$ cat src/eg_config.svh
// envelope generator build constants
// slot count, loop lengths and output latency
`ifndef EG_CONFIG_SVH
`define EG_CONFIG_SVH

`define EG_SLOTS        32
`define EG_MAX_ATT      1023

// level loop from stage VII back to stage II
`define EG_LOOP_STAGES  27
// phase loop from stage III back to stage II
`define EG_STATE_STAGES 31
`define EG_TAP_STAGES   4   // stage II to VI
`define EG_PAD_STAGES   3   // output padding after stage VIII

`define EG_LATENCY      10

`endif

$ cat src/eg_pkg.sv
// envelope generator types
// phase encoding and per-slot field widths
package eg_pkg;

    typedef enum logic [1:0] {
        ATTACK  = 2'd0,
        DECAY1  = 2'd1,
        DECAY2  = 2'd2,
        RELEASE = 2'd3
    } eg_phase_t;

    typedef logic [4:0] slot_t;
    typedef logic [4:0] rate_t;     // attack, decay1, decay2
    typedef logic [3:0] rrate_t;    // release rate, LSB forced to one later
    typedef logic [9:0] level_t;    // 1 LSB ~0.094 dB, all ones is silence
    typedef logic [3:0] d1l_t;
    typedef logic [6:0] tl_t;
    typedef logic [1:0] ks_t;
    typedef logic [4:0] keycode_t;
    typedef logic [1:0] ams_t;

endpackage

$ cat src/eg_delay_line.sv
// clock-enabled shift register with reset value
// closes the slot loops and pads the output
`timescale 1ns/100ps

module eg_delay_line #(
    parameter int               width   = 1,
    parameter int               stages  = 1,
    parameter logic [width-1:0] rst_val = '0
) (
    input  logic             clk,
    input  logic             rst,
    input  logic             cen,
    input  logic [width-1:0] din,
    output logic [width-1:0] dout
);

    logic [width-1:0] sh [stages];

    always_ff @(posedge clk) begin
        if (rst) begin
            for (int i = 0; i < stages; i++)
                sh[i] <= rst_val;
        end else if (cen) begin
            sh[0] <= din;
            for (int i = 1; i < stages; i++)
                sh[i] <= sh[i-1];
        end
    end

    assign dout = sh[stages-1];

    a_stages: assert property (@(posedge clk) stages >= 1);

endmodule

$ cat src/eg_envelope.sv
// envelope pipeline, stages I to XI
// phase and rate select, step decision, level update, tl and am sum
`timescale 1ns/100ps
`include "eg_config.svh"

module eg_envelope (
    input  logic              clk,
    input  logic              rst,
    input  logic              cen,
    input  logic              zero,
    input  logic [14:0]       eg_cnt,
    input  eg_pkg::d1l_t      d1l_i,
    input  eg_pkg::rate_t     arate_ii,
    input  eg_pkg::rate_t     rate1_ii,
    input  eg_pkg::rate_t     rate2_ii,
    input  eg_pkg::rrate_t    rrate_ii,
    input  logic              keyon_ii,
    input  eg_pkg::keycode_t  keycode_iii,
    input  eg_pkg::ks_t       ks_iii,
    input  eg_pkg::tl_t       tl_vii,
    input  eg_pkg::ams_t      ams_vii,
    input  logic              amsen_vii,
    input  logic [6:0]        am,
    output logic              pg_rst,
    output eg_pkg::level_t    eg_out
);

    localparam eg_pkg::level_t MAX_ATT = eg_pkg::level_t'(`EG_MAX_ATT);

    eg_pkg::eg_phase_t state_ii, state_in_iii, state_in_iv, state_in_v, state_in_vi;
    eg_pkg::level_t    eg_ii, eg_vi, eg_vii, eg_viii;
    eg_pkg::rate_t     cfg_iii;
    logic [1:0]        state_ii_raw;
    logic [10:0]       tap_vi;
    logic [4:0]        d1level_ii;
    logic              keyon_last_ii, keyon_now_ii, keyoff_now_ii, ar_off_ii, ar_off_vi;
    logic [6:0]        pre_rate_iii;
    logic [5:0]        rate_iv, rate_v;
    logic [5:1]        rate_vi;
    logic [3:0]        cnt_base_iv, cnt_shift_iv;
    logic [2:0]        cnt_v;
    logic              cnt_last_v, step_v, step_vi, sum_up_vi;
    logic [7:0]        step_idx_v;
    logic [8:0]        ar_sum0_vi, am_final_vii;
    logic [9:0]        ar_sum_vi, ar_result_vi, dec_step_vi;
    logic [11:0]       sum_vii;

    // I: decay1 level in 3 dB steps, 15 maps to 48 dB
    always_ff @(posedge clk) begin
        if (cen) begin
            d1level_ii <= (d1l_i == 4'd15) ? 5'h10 : {1'b0, d1l_i};
        end
    end

    // II: key edges against the previous frame
    assign state_ii      = eg_pkg::eg_phase_t'(state_ii_raw);
    assign keyon_now_ii  = !keyon_last_ii && keyon_ii;
    assign keyoff_now_ii = keyon_last_ii && !keyon_ii;
    assign ar_off_ii     = keyon_now_ii && (arate_ii == 5'h1f);

    always_ff @(posedge clk) begin
        if (rst) begin
            pg_rst       <= 1'b0;
            state_in_iii <= eg_pkg::RELEASE;
            cfg_iii      <= '0;
        end else if (cen) begin
            pg_rst <= keyon_now_ii;
            if (keyoff_now_ii) begin
                state_in_iii <= eg_pkg::RELEASE;
                cfg_iii      <= {rrate_ii, 1'b1};
            end else if (keyon_now_ii) begin
                state_in_iii <= eg_pkg::ATTACK;
                cfg_iii      <= arate_ii;
            end else begin
                case (state_ii)
                    eg_pkg::ATTACK: begin
                        if (eg_ii == '0) begin  // attack peak reached
                            state_in_iii <= eg_pkg::DECAY1;
                            cfg_iii      <= rate1_ii;
                        end else begin
                            state_in_iii <= eg_pkg::ATTACK;
                            cfg_iii      <= arate_ii;
                        end
                    end
                    eg_pkg::DECAY1: begin
                        if (eg_ii[9:5] >= d1level_ii) begin
                            state_in_iii <= eg_pkg::DECAY2;
                            cfg_iii      <= rate2_ii;
                        end else begin
                            state_in_iii <= eg_pkg::DECAY1;
                            cfg_iii      <= rate1_ii;
                        end
                    end
                    eg_pkg::DECAY2: begin
                        state_in_iii <= eg_pkg::DECAY2;
                        cfg_iii      <= rate2_ii;
                    end
                    default: begin
                        state_in_iii <= eg_pkg::RELEASE;
                        cfg_iii      <= {rrate_ii, 1'b1};
                    end
                endcase
            end
        end
    end

    // III: key scaling, a zero rate stays zero
    always_comb begin
        pre_rate_iii = {1'b0, cfg_iii, 1'b0} + 7'(keycode_iii >> (2'd3 - ks_iii));
        if (cfg_iii == '0)
            pre_rate_iii = '0;
    end

    // IV: counter tap, attack runs one octave faster
    assign cnt_base_iv  = (state_in_iv == eg_pkg::ATTACK) ? 4'd11 : 4'd12;
    assign cnt_shift_iv = (rate_iv[5:2] >= cnt_base_iv) ? 4'd0 : cnt_base_iv - rate_iv[5:2];

    // V: step pattern over eight counter phases
    always_comb begin
        if (rate_v[5:4] == 2'b11) begin
            if (rate_v[5:2] == 4'hf && state_in_v == eg_pkg::ATTACK)
                step_idx_v = 8'b11111111;  // fastest attack
            else
                case (rate_v[1:0])
                    2'd0:    step_idx_v = 8'b00000000;
                    2'd1:    step_idx_v = 8'b10001000;
                    2'd2:    step_idx_v = 8'b10101010;
                    default: step_idx_v = 8'b11101110;
                endcase
        end else if (rate_v[5:2] == 4'd0 && state_in_v != eg_pkg::ATTACK) begin
            step_idx_v = 8'b11111110;  // slowest decay limit
        end else begin
            case (rate_v[1:0])
                2'd0:    step_idx_v = 8'b10101010;
                2'd1:    step_idx_v = 8'b11101010;
                2'd2:    step_idx_v = 8'b11101110;
                default: step_idx_v = 8'b11111110;
            endcase
        end
        step_v = (rate_v[5:1] == 5'd0) ? 1'b0 : step_idx_v[cnt_v];
    end

    always_ff @(posedge clk) begin
        if (rst) begin
            state_in_iv <= eg_pkg::RELEASE;
            state_in_v  <= eg_pkg::RELEASE;
            state_in_vi <= eg_pkg::RELEASE;
            rate_iv     <= '0;
            rate_v      <= '0;
            rate_vi     <= '0;
            cnt_v       <= '0;
            step_vi     <= 1'b0;
            sum_up_vi   <= 1'b0;
        end else if (cen) begin
            state_in_iv <= state_in_iii;
            rate_iv     <= pre_rate_iii[6] ? 6'd63 : pre_rate_iii[5:0];
            state_in_v  <= state_in_iv;
            rate_v      <= rate_iv;
            cnt_v       <= 3'(eg_cnt >> cnt_shift_iv);
            state_in_vi <= state_in_v;
            rate_vi     <= rate_v[5:1];
            step_vi     <= step_v;
            sum_up_vi   <= cnt_v[0] != cnt_last_v;  // tap bit toggled since last frame
        end
    end

    // VI: attack shrinks by a fraction of the level, decay adds a small step
    always_comb begin
        casez (rate_vi[5:2])
            4'b1101: ar_sum0_vi = {2'd0, eg_vi[9:3]} + 9'd1;
            4'b111?: ar_sum0_vi = {1'd0, eg_vi[9:2]} + 9'd1;
            default: ar_sum0_vi = {3'd0, eg_vi[9:4]} + 9'd1;
        endcase
        if (rate_vi[5:4] == 2'b11)
            ar_sum_vi = step_vi ? {ar_sum0_vi, 1'b0} : {1'b0, ar_sum0_vi};
        else
            ar_sum_vi = step_vi ? {1'b0, ar_sum0_vi} : 10'd0;
        ar_result_vi = (ar_sum_vi < eg_vi) ? eg_vi - ar_sum_vi : 10'd0;
        case (rate_vi[5:2])
            4'b1100: dec_step_vi = {8'd0, step_vi, ~step_vi};
            4'b1101: dec_step_vi = {7'd0, step_vi, ~step_vi, 1'b0};
            4'b1110: dec_step_vi = {6'd0, step_vi, ~step_vi, 2'b0};
            4'b1111: dec_step_vi = 10'd8;
            default: dec_step_vi = {8'd0, step_vi, 1'b0};
        endcase
    end

    always_ff @(posedge clk) begin
        if (rst) begin
            eg_vii <= MAX_ATT;
        end else if (cen) begin
            if (ar_off_vi) begin
                eg_vii <= '0;  // ar 31 jumps straight to peak
            end else if (state_in_vi == eg_pkg::ATTACK) begin
                if (sum_up_vi && eg_vi != '0)
                    eg_vii <= (rate_vi == 5'h1f) ? 10'd0 : ar_result_vi;
                else
                    eg_vii <= eg_vi;
            end else if (sum_up_vi) begin
                eg_vii <= (eg_vi <= MAX_ATT - 10'd8) ? eg_vi + dec_step_vi : MAX_ATT;
            end else begin
                eg_vii <= eg_vi;
            end
        end
    end

    // VII: level plus tl and am depth, saturated
    always_comb begin
        case ({amsen_vii, ams_vii})
            3'b101:  am_final_vii = {2'b00, am};
            3'b110:  am_final_vii = {1'b0, am, 1'b0};
            3'b111:  am_final_vii = {am, 2'b00};
            default: am_final_vii = '0;
        endcase
        sum_vii = {2'b0, tl_vii, 3'd0} + {2'b0, eg_vii} + {3'b0, am_final_vii};
    end

    always_ff @(posedge clk) begin
        if (rst)
            eg_viii <= MAX_ATT;
        else if (cen)
            eg_viii <= (sum_vii[11:10] != 2'b0 || tl_vii == 7'h7f) ? MAX_ATT : sum_vii[9:0];
    end

    assign {ar_off_vi, eg_vi} = tap_vi;

    eg_delay_line #(.width(10), .stages(`EG_LOOP_STAGES), .rst_val(MAX_ATT)) u_level_loop (
        .clk(clk), .rst(rst), .cen(cen), .din(eg_vii), .dout(eg_ii)
    );

    eg_delay_line #(.width(11), .stages(`EG_TAP_STAGES), .rst_val({1'b0, MAX_ATT})) u_level_tap (
        .clk(clk), .rst(rst), .cen(cen), .din({ar_off_ii, eg_ii}), .dout(tap_vi)
    );

    eg_delay_line #(.width(1), .stages(`EG_SLOTS), .rst_val(1'b0)) u_key_loop (
        .clk(clk), .rst(rst), .cen(cen), .din(keyon_ii), .dout(keyon_last_ii)
    );

    eg_delay_line #(.width(1), .stages(`EG_SLOTS), .rst_val(1'b0)) u_cnt_loop (
        .clk(clk), .rst(rst), .cen(cen), .din(cnt_v[0]), .dout(cnt_last_v)
    );

    eg_delay_line #(.width(2), .stages(`EG_STATE_STAGES), .rst_val(eg_pkg::RELEASE)) u_phase_loop (
        .clk(clk), .rst(rst), .cen(cen), .din(state_in_iii), .dout(state_ii_raw)
    );

    eg_delay_line #(.width(10), .stages(`EG_PAD_STAGES), .rst_val(MAX_ATT)) u_pad (
        .clk(clk), .rst(rst), .cen(cen), .din(eg_viii), .dout(eg_out)
    );

    // release only ever leaves through a new key-on
    a_release_exit: assert property (@(posedge clk) disable iff (rst)
        cen && state_ii == eg_pkg::RELEASE
        |=> state_in_iii inside {eg_pkg::RELEASE, eg_pkg::ATTACK});

    // counter moves only on the frame strobe from the timer
    a_cnt_frame: assert property (@(posedge clk) disable iff (rst)
        !(cen && zero) |=> $stable(eg_cnt));

endmodule

$ cat src/eg_slot_regs.sv
// per-slot envelope parameters and key bits
// host writes by slot, pipeline reads one stage at a time
`timescale 1ns/100ps
`include "eg_config.svh"

module eg_slot_regs (
    input  logic              clk,
    input  logic              rst,
    input  logic              cen,
    input  eg_pkg::slot_t     slot,
    input  logic              cfg_we,
    input  eg_pkg::slot_t     cfg_slot,
    input  eg_pkg::rate_t     cfg_ar,
    input  eg_pkg::rate_t     cfg_d1r,
    input  eg_pkg::rate_t     cfg_d2r,
    input  eg_pkg::rrate_t    cfg_rr,
    input  eg_pkg::d1l_t      cfg_d1l,
    input  eg_pkg::tl_t       cfg_tl,
    input  eg_pkg::ks_t       cfg_ks,
    input  eg_pkg::keycode_t  cfg_keycode,
    input  eg_pkg::ams_t      cfg_ams,
    input  logic              cfg_amsen,
    input  logic              kon_we,
    input  eg_pkg::slot_t     kon_slot,
    input  logic              kon_val,
    output eg_pkg::d1l_t      d1l_i,
    output eg_pkg::rate_t     arate_ii,
    output eg_pkg::rate_t     rate1_ii,
    output eg_pkg::rate_t     rate2_ii,
    output eg_pkg::rrate_t    rrate_ii,
    output logic              keyon_ii,
    output eg_pkg::keycode_t  keycode_iii,
    output eg_pkg::ks_t       ks_iii,
    output eg_pkg::tl_t       tl_vii,
    output eg_pkg::ams_t      ams_vii,
    output logic              amsen_vii
);

    eg_pkg::rate_t    ar_mem    [`EG_SLOTS];
    eg_pkg::rate_t    d1r_mem   [`EG_SLOTS];
    eg_pkg::rate_t    d2r_mem   [`EG_SLOTS];
    eg_pkg::rrate_t   rr_mem    [`EG_SLOTS];
    eg_pkg::d1l_t     d1l_mem   [`EG_SLOTS];
    eg_pkg::tl_t      tl_mem    [`EG_SLOTS];
    eg_pkg::ks_t      ks_mem    [`EG_SLOTS];
    eg_pkg::keycode_t kc_mem    [`EG_SLOTS];
    eg_pkg::ams_t     ams_mem   [`EG_SLOTS];
    logic             amsen_mem [`EG_SLOTS];
    logic [`EG_SLOTS-1:0] kon_bits;

    // slot seen by each stage one enable after the fetch
    eg_pkg::slot_t slot_ii, slot_iii, slot_vii;

    assign slot_ii  = slot - 5'd1;
    assign slot_iii = slot - 5'd2;
    assign slot_vii = slot - 5'd6;

    always_ff @(posedge clk) begin
        if (cfg_we) begin
            ar_mem[cfg_slot]    <= cfg_ar;
            d1r_mem[cfg_slot]   <= cfg_d1r;
            d2r_mem[cfg_slot]   <= cfg_d2r;
            rr_mem[cfg_slot]    <= cfg_rr;
            d1l_mem[cfg_slot]   <= cfg_d1l;
            ks_mem[cfg_slot]    <= cfg_ks;
            kc_mem[cfg_slot]    <= cfg_keycode;
            ams_mem[cfg_slot]   <= cfg_ams;
            amsen_mem[cfg_slot] <= cfg_amsen;
        end
    end

    always_ff @(posedge clk) begin
        if (rst) begin
            tl_mem   <= '{default: '0};
            kon_bits <= '0;
        end else begin
            if (cfg_we)
                tl_mem[cfg_slot] <= cfg_tl;
            if (kon_we)
                kon_bits[kon_slot] <= kon_val;
        end
    end

    always_ff @(posedge clk) begin
        if (rst) begin
            keyon_ii  <= 1'b0;
            tl_vii    <= '0;
            amsen_vii <= 1'b0;
        end else if (cen) begin
            d1l_i       <= d1l_mem[slot];
            arate_ii    <= ar_mem[slot_ii];
            rate1_ii    <= d1r_mem[slot_ii];
            rate2_ii    <= d2r_mem[slot_ii];
            rrate_ii    <= rr_mem[slot_ii];
            keyon_ii    <= kon_bits[slot_ii];
            keycode_iii <= kc_mem[slot_iii];
            ks_iii      <= ks_mem[slot_iii];
            tl_vii      <= tl_mem[slot_vii];
            ams_vii     <= ams_mem[slot_vii];
            amsen_vii   <= amsen_mem[slot_vii];
        end
    end

    a_we_known: assert property (@(posedge clk) disable iff (rst)
        !$isunknown({cfg_we, kon_we}));

endmodule

$ cat src/eg_timer.sv
// slot sequencer and envelope counter
// counter steps once every three sample frames
`timescale 1ns/100ps
`include "eg_config.svh"

module eg_timer (
    input  logic          clk,
    input  logic          rst,
    input  logic          cen,
    output eg_pkg::slot_t slot,
    output logic          zero,
    output logic [14:0]   eg_cnt,
    output eg_pkg::slot_t eg_slot
);

    localparam eg_pkg::slot_t LAT       = eg_pkg::slot_t'(`EG_LATENCY);
    localparam eg_pkg::slot_t LAST_SLOT = eg_pkg::slot_t'(`EG_SLOTS - 1);

    logic [1:0] frame_div;  // counts frames 0..2

    always_ff @(posedge clk) begin
        if (rst) begin
            slot      <= '0;
            zero      <= 1'b0;
            eg_slot   <= 5'd0 - LAT - 5'd1;  // slot 0 is fetched on the first enable
            frame_div <= 2'd0;
            eg_cnt    <= '0;
        end else if (cen) begin
            slot    <= slot + 5'd1;
            zero    <= (slot == LAST_SLOT - 5'd1);
            eg_slot <= slot - LAT;  // slot fetched LAT enables ago
            if (zero) begin
                if (frame_div == 2'd2) begin
                    frame_div <= 2'd0;
                    eg_cnt    <= eg_cnt + 15'd1;
                end else begin
                    frame_div <= frame_div + 2'd1;
                end
            end
        end
    end

    a_zero_slot: assert property (@(posedge clk) disable iff (rst)
        zero == (slot == LAST_SLOT));

endmodule

$ cat src/eg_top.sv
// envelope generator top level
// timer, parameter store and envelope pipeline
`timescale 1ns/100ps

module eg_top (
    input  logic              clk,
    input  logic              rst,
    input  logic              cen,
    input  logic              cfg_we,
    input  eg_pkg::slot_t     cfg_slot,
    input  eg_pkg::rate_t     cfg_ar,
    input  eg_pkg::rate_t     cfg_d1r,
    input  eg_pkg::rate_t     cfg_d2r,
    input  eg_pkg::rrate_t    cfg_rr,
    input  eg_pkg::d1l_t      cfg_d1l,
    input  eg_pkg::tl_t       cfg_tl,
    input  eg_pkg::ks_t       cfg_ks,
    input  eg_pkg::keycode_t  cfg_keycode,
    input  eg_pkg::ams_t      cfg_ams,
    input  logic              cfg_amsen,
    input  logic              kon_we,
    input  eg_pkg::slot_t     kon_slot,
    input  logic              kon_val,
    input  logic [6:0]        am,
    output eg_pkg::level_t    eg_out,
    output eg_pkg::slot_t     eg_slot,
    output logic              pg_rst
);

    eg_pkg::slot_t    slot;
    logic             zero;
    logic [14:0]      eg_cnt;
    eg_pkg::d1l_t     d1l_i;
    eg_pkg::rate_t    arate_ii, rate1_ii, rate2_ii;
    eg_pkg::rrate_t   rrate_ii;
    logic             keyon_ii;
    eg_pkg::keycode_t keycode_iii;
    eg_pkg::ks_t      ks_iii;
    eg_pkg::tl_t      tl_vii;
    eg_pkg::ams_t     ams_vii;
    logic             amsen_vii;

    eg_timer u_timer (
        .clk     (clk),
        .rst     (rst),
        .cen     (cen),
        .slot    (slot),
        .zero    (zero),
        .eg_cnt  (eg_cnt),
        .eg_slot (eg_slot)
    );

    eg_slot_regs u_slot_regs (
        .clk         (clk),
        .rst         (rst),
        .cen         (cen),
        .slot        (slot),
        .cfg_we      (cfg_we),
        .cfg_slot    (cfg_slot),
        .cfg_ar      (cfg_ar),
        .cfg_d1r     (cfg_d1r),
        .cfg_d2r     (cfg_d2r),
        .cfg_rr      (cfg_rr),
        .cfg_d1l     (cfg_d1l),
        .cfg_tl      (cfg_tl),
        .cfg_ks      (cfg_ks),
        .cfg_keycode (cfg_keycode),
        .cfg_ams     (cfg_ams),
        .cfg_amsen   (cfg_amsen),
        .kon_we      (kon_we),
        .kon_slot    (kon_slot),
        .kon_val     (kon_val),
        .d1l_i       (d1l_i),
        .arate_ii    (arate_ii),
        .rate1_ii    (rate1_ii),
        .rate2_ii    (rate2_ii),
        .rrate_ii    (rrate_ii),
        .keyon_ii    (keyon_ii),
        .keycode_iii (keycode_iii),
        .ks_iii      (ks_iii),
        .tl_vii      (tl_vii),
        .ams_vii     (ams_vii),
        .amsen_vii   (amsen_vii)
    );

    eg_envelope u_envelope (
        .clk         (clk),
        .rst         (rst),
        .cen         (cen),
        .zero        (zero),
        .eg_cnt      (eg_cnt),
        .d1l_i       (d1l_i),
        .arate_ii    (arate_ii),
        .rate1_ii    (rate1_ii),
        .rate2_ii    (rate2_ii),
        .rrate_ii    (rrate_ii),
        .keyon_ii    (keyon_ii),
        .keycode_iii (keycode_iii),
        .ks_iii      (ks_iii),
        .tl_vii      (tl_vii),
        .ams_vii     (ams_vii),
        .amsen_vii   (amsen_vii),
        .am          (am),
        .pg_rst      (pg_rst),
        .eg_out      (eg_out)
    );

endmodule

$ cat config.mk
export PLATFORM = sky130hd
export DESIGN_NAME = eg_top
export DESIGN_NICKNAME = d
export VERILOG_FILES = /design/src/eg_pkg.sv /design/src/eg_delay_line.sv /design/src/eg_envelope.sv /design/src/eg_slot_regs.sv /design/src/eg_timer.sv /design/src/eg_top.sv
export VERILOG_INCLUDE_DIRS = /design/src /design/src/src
export SDC_FILE = /design/constraint.sdc
export NUM_CORES = 2
export LEC_CHECK = 0
export ABC_CLOCK_PERIOD_IN_PS = 32600
export BUFFER_PORTS_ARGS = -buffer_cell sky130_fd_sc_hd__buf_2
export CAP_MARGIN = 0
export CORE_UTILIZATION = 46
export DETAILED_ROUTE_END_ITERATION = 16
export HOLD_SLACK_MARGIN = 0.03
export PLACE_DENSITY_LB_ADDON = 0.1
export SLEW_MARGIN = 15
export SYNTH_ARGS = -nofsm -noshare
export SYNTH_HDL_FRONTEND = slang
export SYNTH_SLANG_ARGS = --single-unit
$ cat constraint.sdc
create_clock -name clk -period 32.6 [get_ports clk]
set_input_delay 4.89 -clock clk [delete_from_list [all_inputs] [get_ports clk]]
set_output_delay 4.89 -clock clk [all_outputs]
set_load 0.01 [all_outputs]
==> results.rst <==
.. list-table::
   :header-rows: 1

   * - Metric
     - Value
   * - Post-Synthesis Cells
     - 4680
   * - Sequential share of the synthesized area
     - 70.0%
   * - Critical path data required time
     - 33.03 ns
   * - Clock insertion delay at the later pin of the skew report
     - 0.84 ns
   * - Commonest cells post-synth
     - sky130_fd_sc_hd__edfxtp_1 (1563), sky130_fd_sc_hd__mux4_2 (412), sky130_fd_sc_hd__nand2_1 (370), sky130_fd_sc_hd__dfxtp_1 (349), sky130_fd_sc_hd__nand2b_1 (295)
   * - Cells resized by post-CTS repair
     - 0
   * - Sw Share
     - 22.7%
   * - Initial antenna violation count
     - 28
   * - Antenna-violating nets left
     - 0
   * - Largest net degree at the start of global routing
     - 222
   * - Fin cells
     - 7118
   * - Total I/O pin count
     - 79
   * - Layout Skew
     - 0.0302 ns
   * - Capturing element type of the critical path
     - flop
   * - Ratio of final minimum period to clock period
     - 23.0%
   * - Slowest cell delay on critical path
     - 0.80 ns
   * - Ratio of routed vias to standard cells
     - 5.68
   * - Remaining design rule violation count
     - 0
   * - Area growth from synthesis to final layout
     - 11.7%
   * - Overall track demand over capacity in global routing
     - 21.9%
   * - Internal reg-to-reg setup slack
     - 27.28 ns
   * - Post-Synth XOR/XNOR Area
     - 0.806%
   * - Clock tree from TritonCTS
     - yes
   * - Overall power of the completed layout
     - 5.25 mW
   * - Post-placement cell count
     - 6744
   * - Setup WS pre-CTS
     - 24.26 ns
   * - Largest family of logic cells by synthesized area
     - multiplexers
   * - Layout cell share with drive strength beyond 1
     - 21.2%
   * - Clock-pin slew reported for the worst setup and hold paths after clock tree synthesis
     - 0.06 ns
   * - Data arrival, critical path
     - 7.93 ns
   * - Vert. Die Dim
     - 411 um
   * - Category of the most critical setup path
     - primary input to flop
   * - Leading cell type by number of instances after synthesis
     - sky130_fd_sc_hd__edfxtp_1
   * - Per-cell routed wire length
     - 25.9 um
   * - Largest fanout on the critical path
     - 176
   * - Starting DRT DRC Count
     - 4052
   * - Gpl congestion
     - 0.789
   * - Die area
     - 169000 um2
   * - Deepest level of the CTS H-tree
     - 4
   * - Vias after detailed routing
     - 40400
   * - Post-synthesis simple-gate area fraction
     - 8.26%
   * - Total of hold buffers inserted after clock tree synthesis
     - 0
   * - Number of sinks on the clock net
     - 1912
   * - Number of maximum-capacitance violations
     - 0
   * - Timing-limited maximum frequency
     - 0.133 GHz
   * - Leakage component of the power
     - 26.3 nW
   * - Multiplexer fraction of the synthesized cell area
     - 14.6%
   * - Compound-cell area share of the yosys netlist
     - 3.49%
   * - Clock Power Share
     - 41.3%
   * - Placeable core region
     - 166000 um2
   * - HPWL after detailed placement
     - 95600 um
   * - Syn nets
     - 4805
   * - Number of enable-type register cells in the synthesized netlist
     - 1563
   * - Share of power burned in combinational logic
     - 7.3%
   * - Post-synthesis instance area
     - 77000 um2
   * - Cell row count
     - 149
   * - Critical R2R Launch
     - u_timer.slot[1]
   * - Starting density of the core
     - 46.5%
   * - Final hold violations
     - 0
   * - Cell with the largest stage delay on the worst path
     - sky130_fd_sc_hd__buf_4
   * - Total clock buffers created by CTS
     - 198
   * - Worst-case reg-to-reg path depth
     - 7
   * - RSZ-0062 raised after global routing
     - no
   * - Power dissipated by switching net loads
     - 1.19 mW
   * - Worst Tran Pin Value
     - 1.12 ns
   * - Synth Flop Type
     - sky130_fd_sc_hd__edfxtp_1
   * - TNS Setup
     - 0 ns
   * - Post-Route Utilization
     - 52.0%
   * - Vias in the first global route
     - 40100
   * - Origin of the worst setup path
     - cen
   * - Area share of fa/ha/maj cells after synthesis
     - 1.08%
   * - Worst reg2reg endpoint
     - u_slot_regs.rrate_ii[2]
   * - Overall die width
     - 411 um
   * - PortBufs
     - 78
   * - Worst voltage drop across the vdd grid
     - 0.0524 mV
   * - Final number of max-transition violations
     - 0
   * - Final setup slack of the worst path
     - 25.10 ns
   * - Cells along the critical path
     - buf_2, buf_4, nor2_2, inv_8, buf_4, buf_12
   * - Area share of the leading cell type in the synthesized netlist
     - 60.9%
   * - Routed Wire Length
     - 184000 um
   * - Average cell area after synthesis
     - 16.5 um2
   * - Number of optimization iterations in the first detailed-route pass
     - 5
   * - Power density of the placed cells
     - 61.1 nW/um2
   * - Clk root buf
     - sky130_fd_sc_hd__clkbuf_16
   * - Number of synthesized register bits
     - 1912
   * - Area leader, netlist
     - sky130_fd_sc_hd__edfxtp_1
   * - Final setup violating endpoints
     - 0
   * - Sequential Power Share
     - 51.3%
   * - Outcome
     - completed
   * - Count of unique library cells instantiated by Yosys
     - 82
   * - Timing endpoint of the critical path
     - u_envelope.u_phase_loop.sh[0][7]
   * - First-pass GRT wire length
     - 271000 um
   * - Top cell by count, worst path
     - sky130_fd_sc_hd__buf_4
   * - Number of nets in the layout
     - 4880
   * - Synth Warn #
     - 0
   * - Tightest Hold Check Type
     - flop to flop
   * - Share of synthesized registers carrying an async set or reset
     - 0%
   * - Aggregate global routing overflow
     - 0
   * - Max transition margin
     - 25.2%
   * - Synth top area cells
     - sky130_fd_sc_hd__edfxtp_1 (61%), sky130_fd_sc_hd__mux4_2 (12%), sky130_fd_sc_hd__dfxtp_1 (9.1%), sky130_fd_sc_hd__nand2b_1 (2.4%), sky130_fd_sc_hd__mux2i_1 (1.9%)
   * - Internal
     - 4.06 mW
   * - CP startpoint kind
     - primary input
   * - # Post-CTS Setup Buffers
     - 0
   * - Clock Tree Buf Depth
     - 3
   * - Final worst path period need
     - 7.50 ns
[through the flow]
step / instance area, um2 / hold WS, ns
floorplan: 77000 / 0.426
global placement: 79800 / 0.435
detailed placement: 79800 / 0.441
CTS: 86000 / 0.453
global route: 86000 / 0.469
finish: 86000 / 0.449
[flip-flops by register name (all words and copies together), names as in the netlist, 128 cells and up]
| register | count |
|---|---|
| u_slot_regs.tl_mem | 224 |
| u_envelope.u_level_loop.sh | 270 |
| u_slot_regs.d1r_mem | 160 |
| u_slot_regs.d2r_mem | 160 |
| u_slot_regs.rr_mem | 128 |
| u_slot_regs.d1l_mem | 128 |
| u_slot_regs.ar_mem | 160 |
| u_slot_regs.kc_mem | 160 |
[placed cells by master (no fill, tap or decap), types with 13 or more instances in the layout]
| master | n |
|---|---|
| sky130_fd_sc_hd__a21o_1 | 16 |
| sky130_fd_sc_hd__a21oi_1 | 225 |
| sky130_fd_sc_hd__a31oi_1 | 21 |
| sky130_fd_sc_hd__and2_1 | 52 |
| sky130_fd_sc_hd__buf_2 | 77 |
| sky130_fd_sc_hd__buf_4 | 62 |
| sky130_fd_sc_hd__clkbuf_1 | 45 |
| sky130_fd_sc_hd__clkbuf_16 | 199 |
| sky130_fd_sc_hd__clkinv_1 | 55 |
| sky130_fd_sc_hd__clkinv_2 | 33 |
| sky130_fd_sc_hd__dfxtp_1 | 347 |
| sky130_fd_sc_hd__edfxtp_1 | 1563 |
| sky130_fd_sc_hd__ha_1 | 54 |
| sky130_fd_sc_hd__inv_1 | 44 |
| sky130_fd_sc_hd__inv_2 | 16 |
| sky130_fd_sc_hd__mux2_2 | 41 |
| sky130_fd_sc_hd__mux2i_1 | 150 |
| sky130_fd_sc_hd__mux4_2 | 412 |
| sky130_fd_sc_hd__nand2_1 | 370 |
| sky130_fd_sc_hd__nand2b_1 | 295 |
| sky130_fd_sc_hd__nand3_1 | 50 |
| sky130_fd_sc_hd__nand4_1 | 16 |
| sky130_fd_sc_hd__nor2_1 | 220 |
| sky130_fd_sc_hd__nor2_4 | 16 |
| sky130_fd_sc_hd__nor2b_1 | 38 |
| sky130_fd_sc_hd__nor3_1 | 13 |
| sky130_fd_sc_hd__nor3b_1 | 14 |
| sky130_fd_sc_hd__o21ai_0 | 62 |
| sky130_fd_sc_hd__or2_2 | 120 |
| sky130_fd_sc_hd__xnor2_1 | 32 |
| sky130_fd_sc_hd__xor2_1 | 33 |
[worst min path at each step]
stage | slack (ns) | depth (start not counted) | start | endpoint
2_1_floorplan | 0.43 | 1 | u_envelope.rate_iv[0] | u_envelope.rate_iv[0]
3_3_place_gp | 0.44 | 1 | u_envelope.rate_iv[0] | u_envelope.rate_iv[0]
3_5_place_dp | 0.44 | 1 | u_envelope.rate_iv[1] | u_envelope.rate_iv[1]
4_1_cts | 0.45 | 2 | u_slot_regs.tl_mem[197] | u_slot_regs.tl_mem[197]
5_1_grt | 0.47 | 2 | u_slot_regs.tl_mem[203] | u_slot_regs.tl_mem[203]
6_report | 0.45 | 1 | u_envelope.rate_iv[1] | u_envelope.rate_iv[1]
[cell families (layout without fill, tap and decap cells)]
group | after synthesis | after routing
AO/OA/AOI/OAI | 443 | 443
flip-flops | 1912 | 1912
buffers and inverters | 333 | 579
adder cells (fa/ha/maj) | 63 | 63
XOR/XNOR | 70 | 70
AND/OR/NAND/NOR | 1256 | 1256
multiplexers | 603 | 603
other | 0 | 3
[final cells by class]
| type | instances | area, um2 |
|---|---|---|
| inverter | 64 | 255 |
| timing repair buffer | 144 | 946 |
| tap | 2189 | 2740 |
| fill | 13500 | 79500 |
| clock buffer | 256 | 5310 |
| clock inverter | 115 | 906 |
| antenna | 3 | 7.51 |
| multi-input combinational | 2435 | 21900 |
| sequential | 1912 | 53900 |
[power by group through the flow]
stage          clock network, mW  registers [mW]  logic [mW]
2_1_floorplan                  0            2.75       0.265
3_3_place_gp                   0            2.75       0.391
3_5_place_dp                   0            2.75       0.393
4_1_cts                     2.22            2.70       0.394
5_1_grt                     2.31            2.70       0.415
6_report                    2.17            2.70       0.386
[per-layer routing]
metal	part of all wire [%]	up-vias	global-route usage, %	wire length, um
met3	5.7	257	4.19	10400
li1	-	18000	-	-
met5	0.073	-	0	134
met2	48	1013	35.5	89200
met1	44	21100	30.5	80300
met4	2.2	20	5.76	4070
[worst max-delay path, delay by kind of cell]
kind                   cells  cell delay (ns)
buffers and inverters      5             2.48
AND/OR/NAND/NOR            1             0.17
Note: power is estimated with default switching activity, not from simulation.
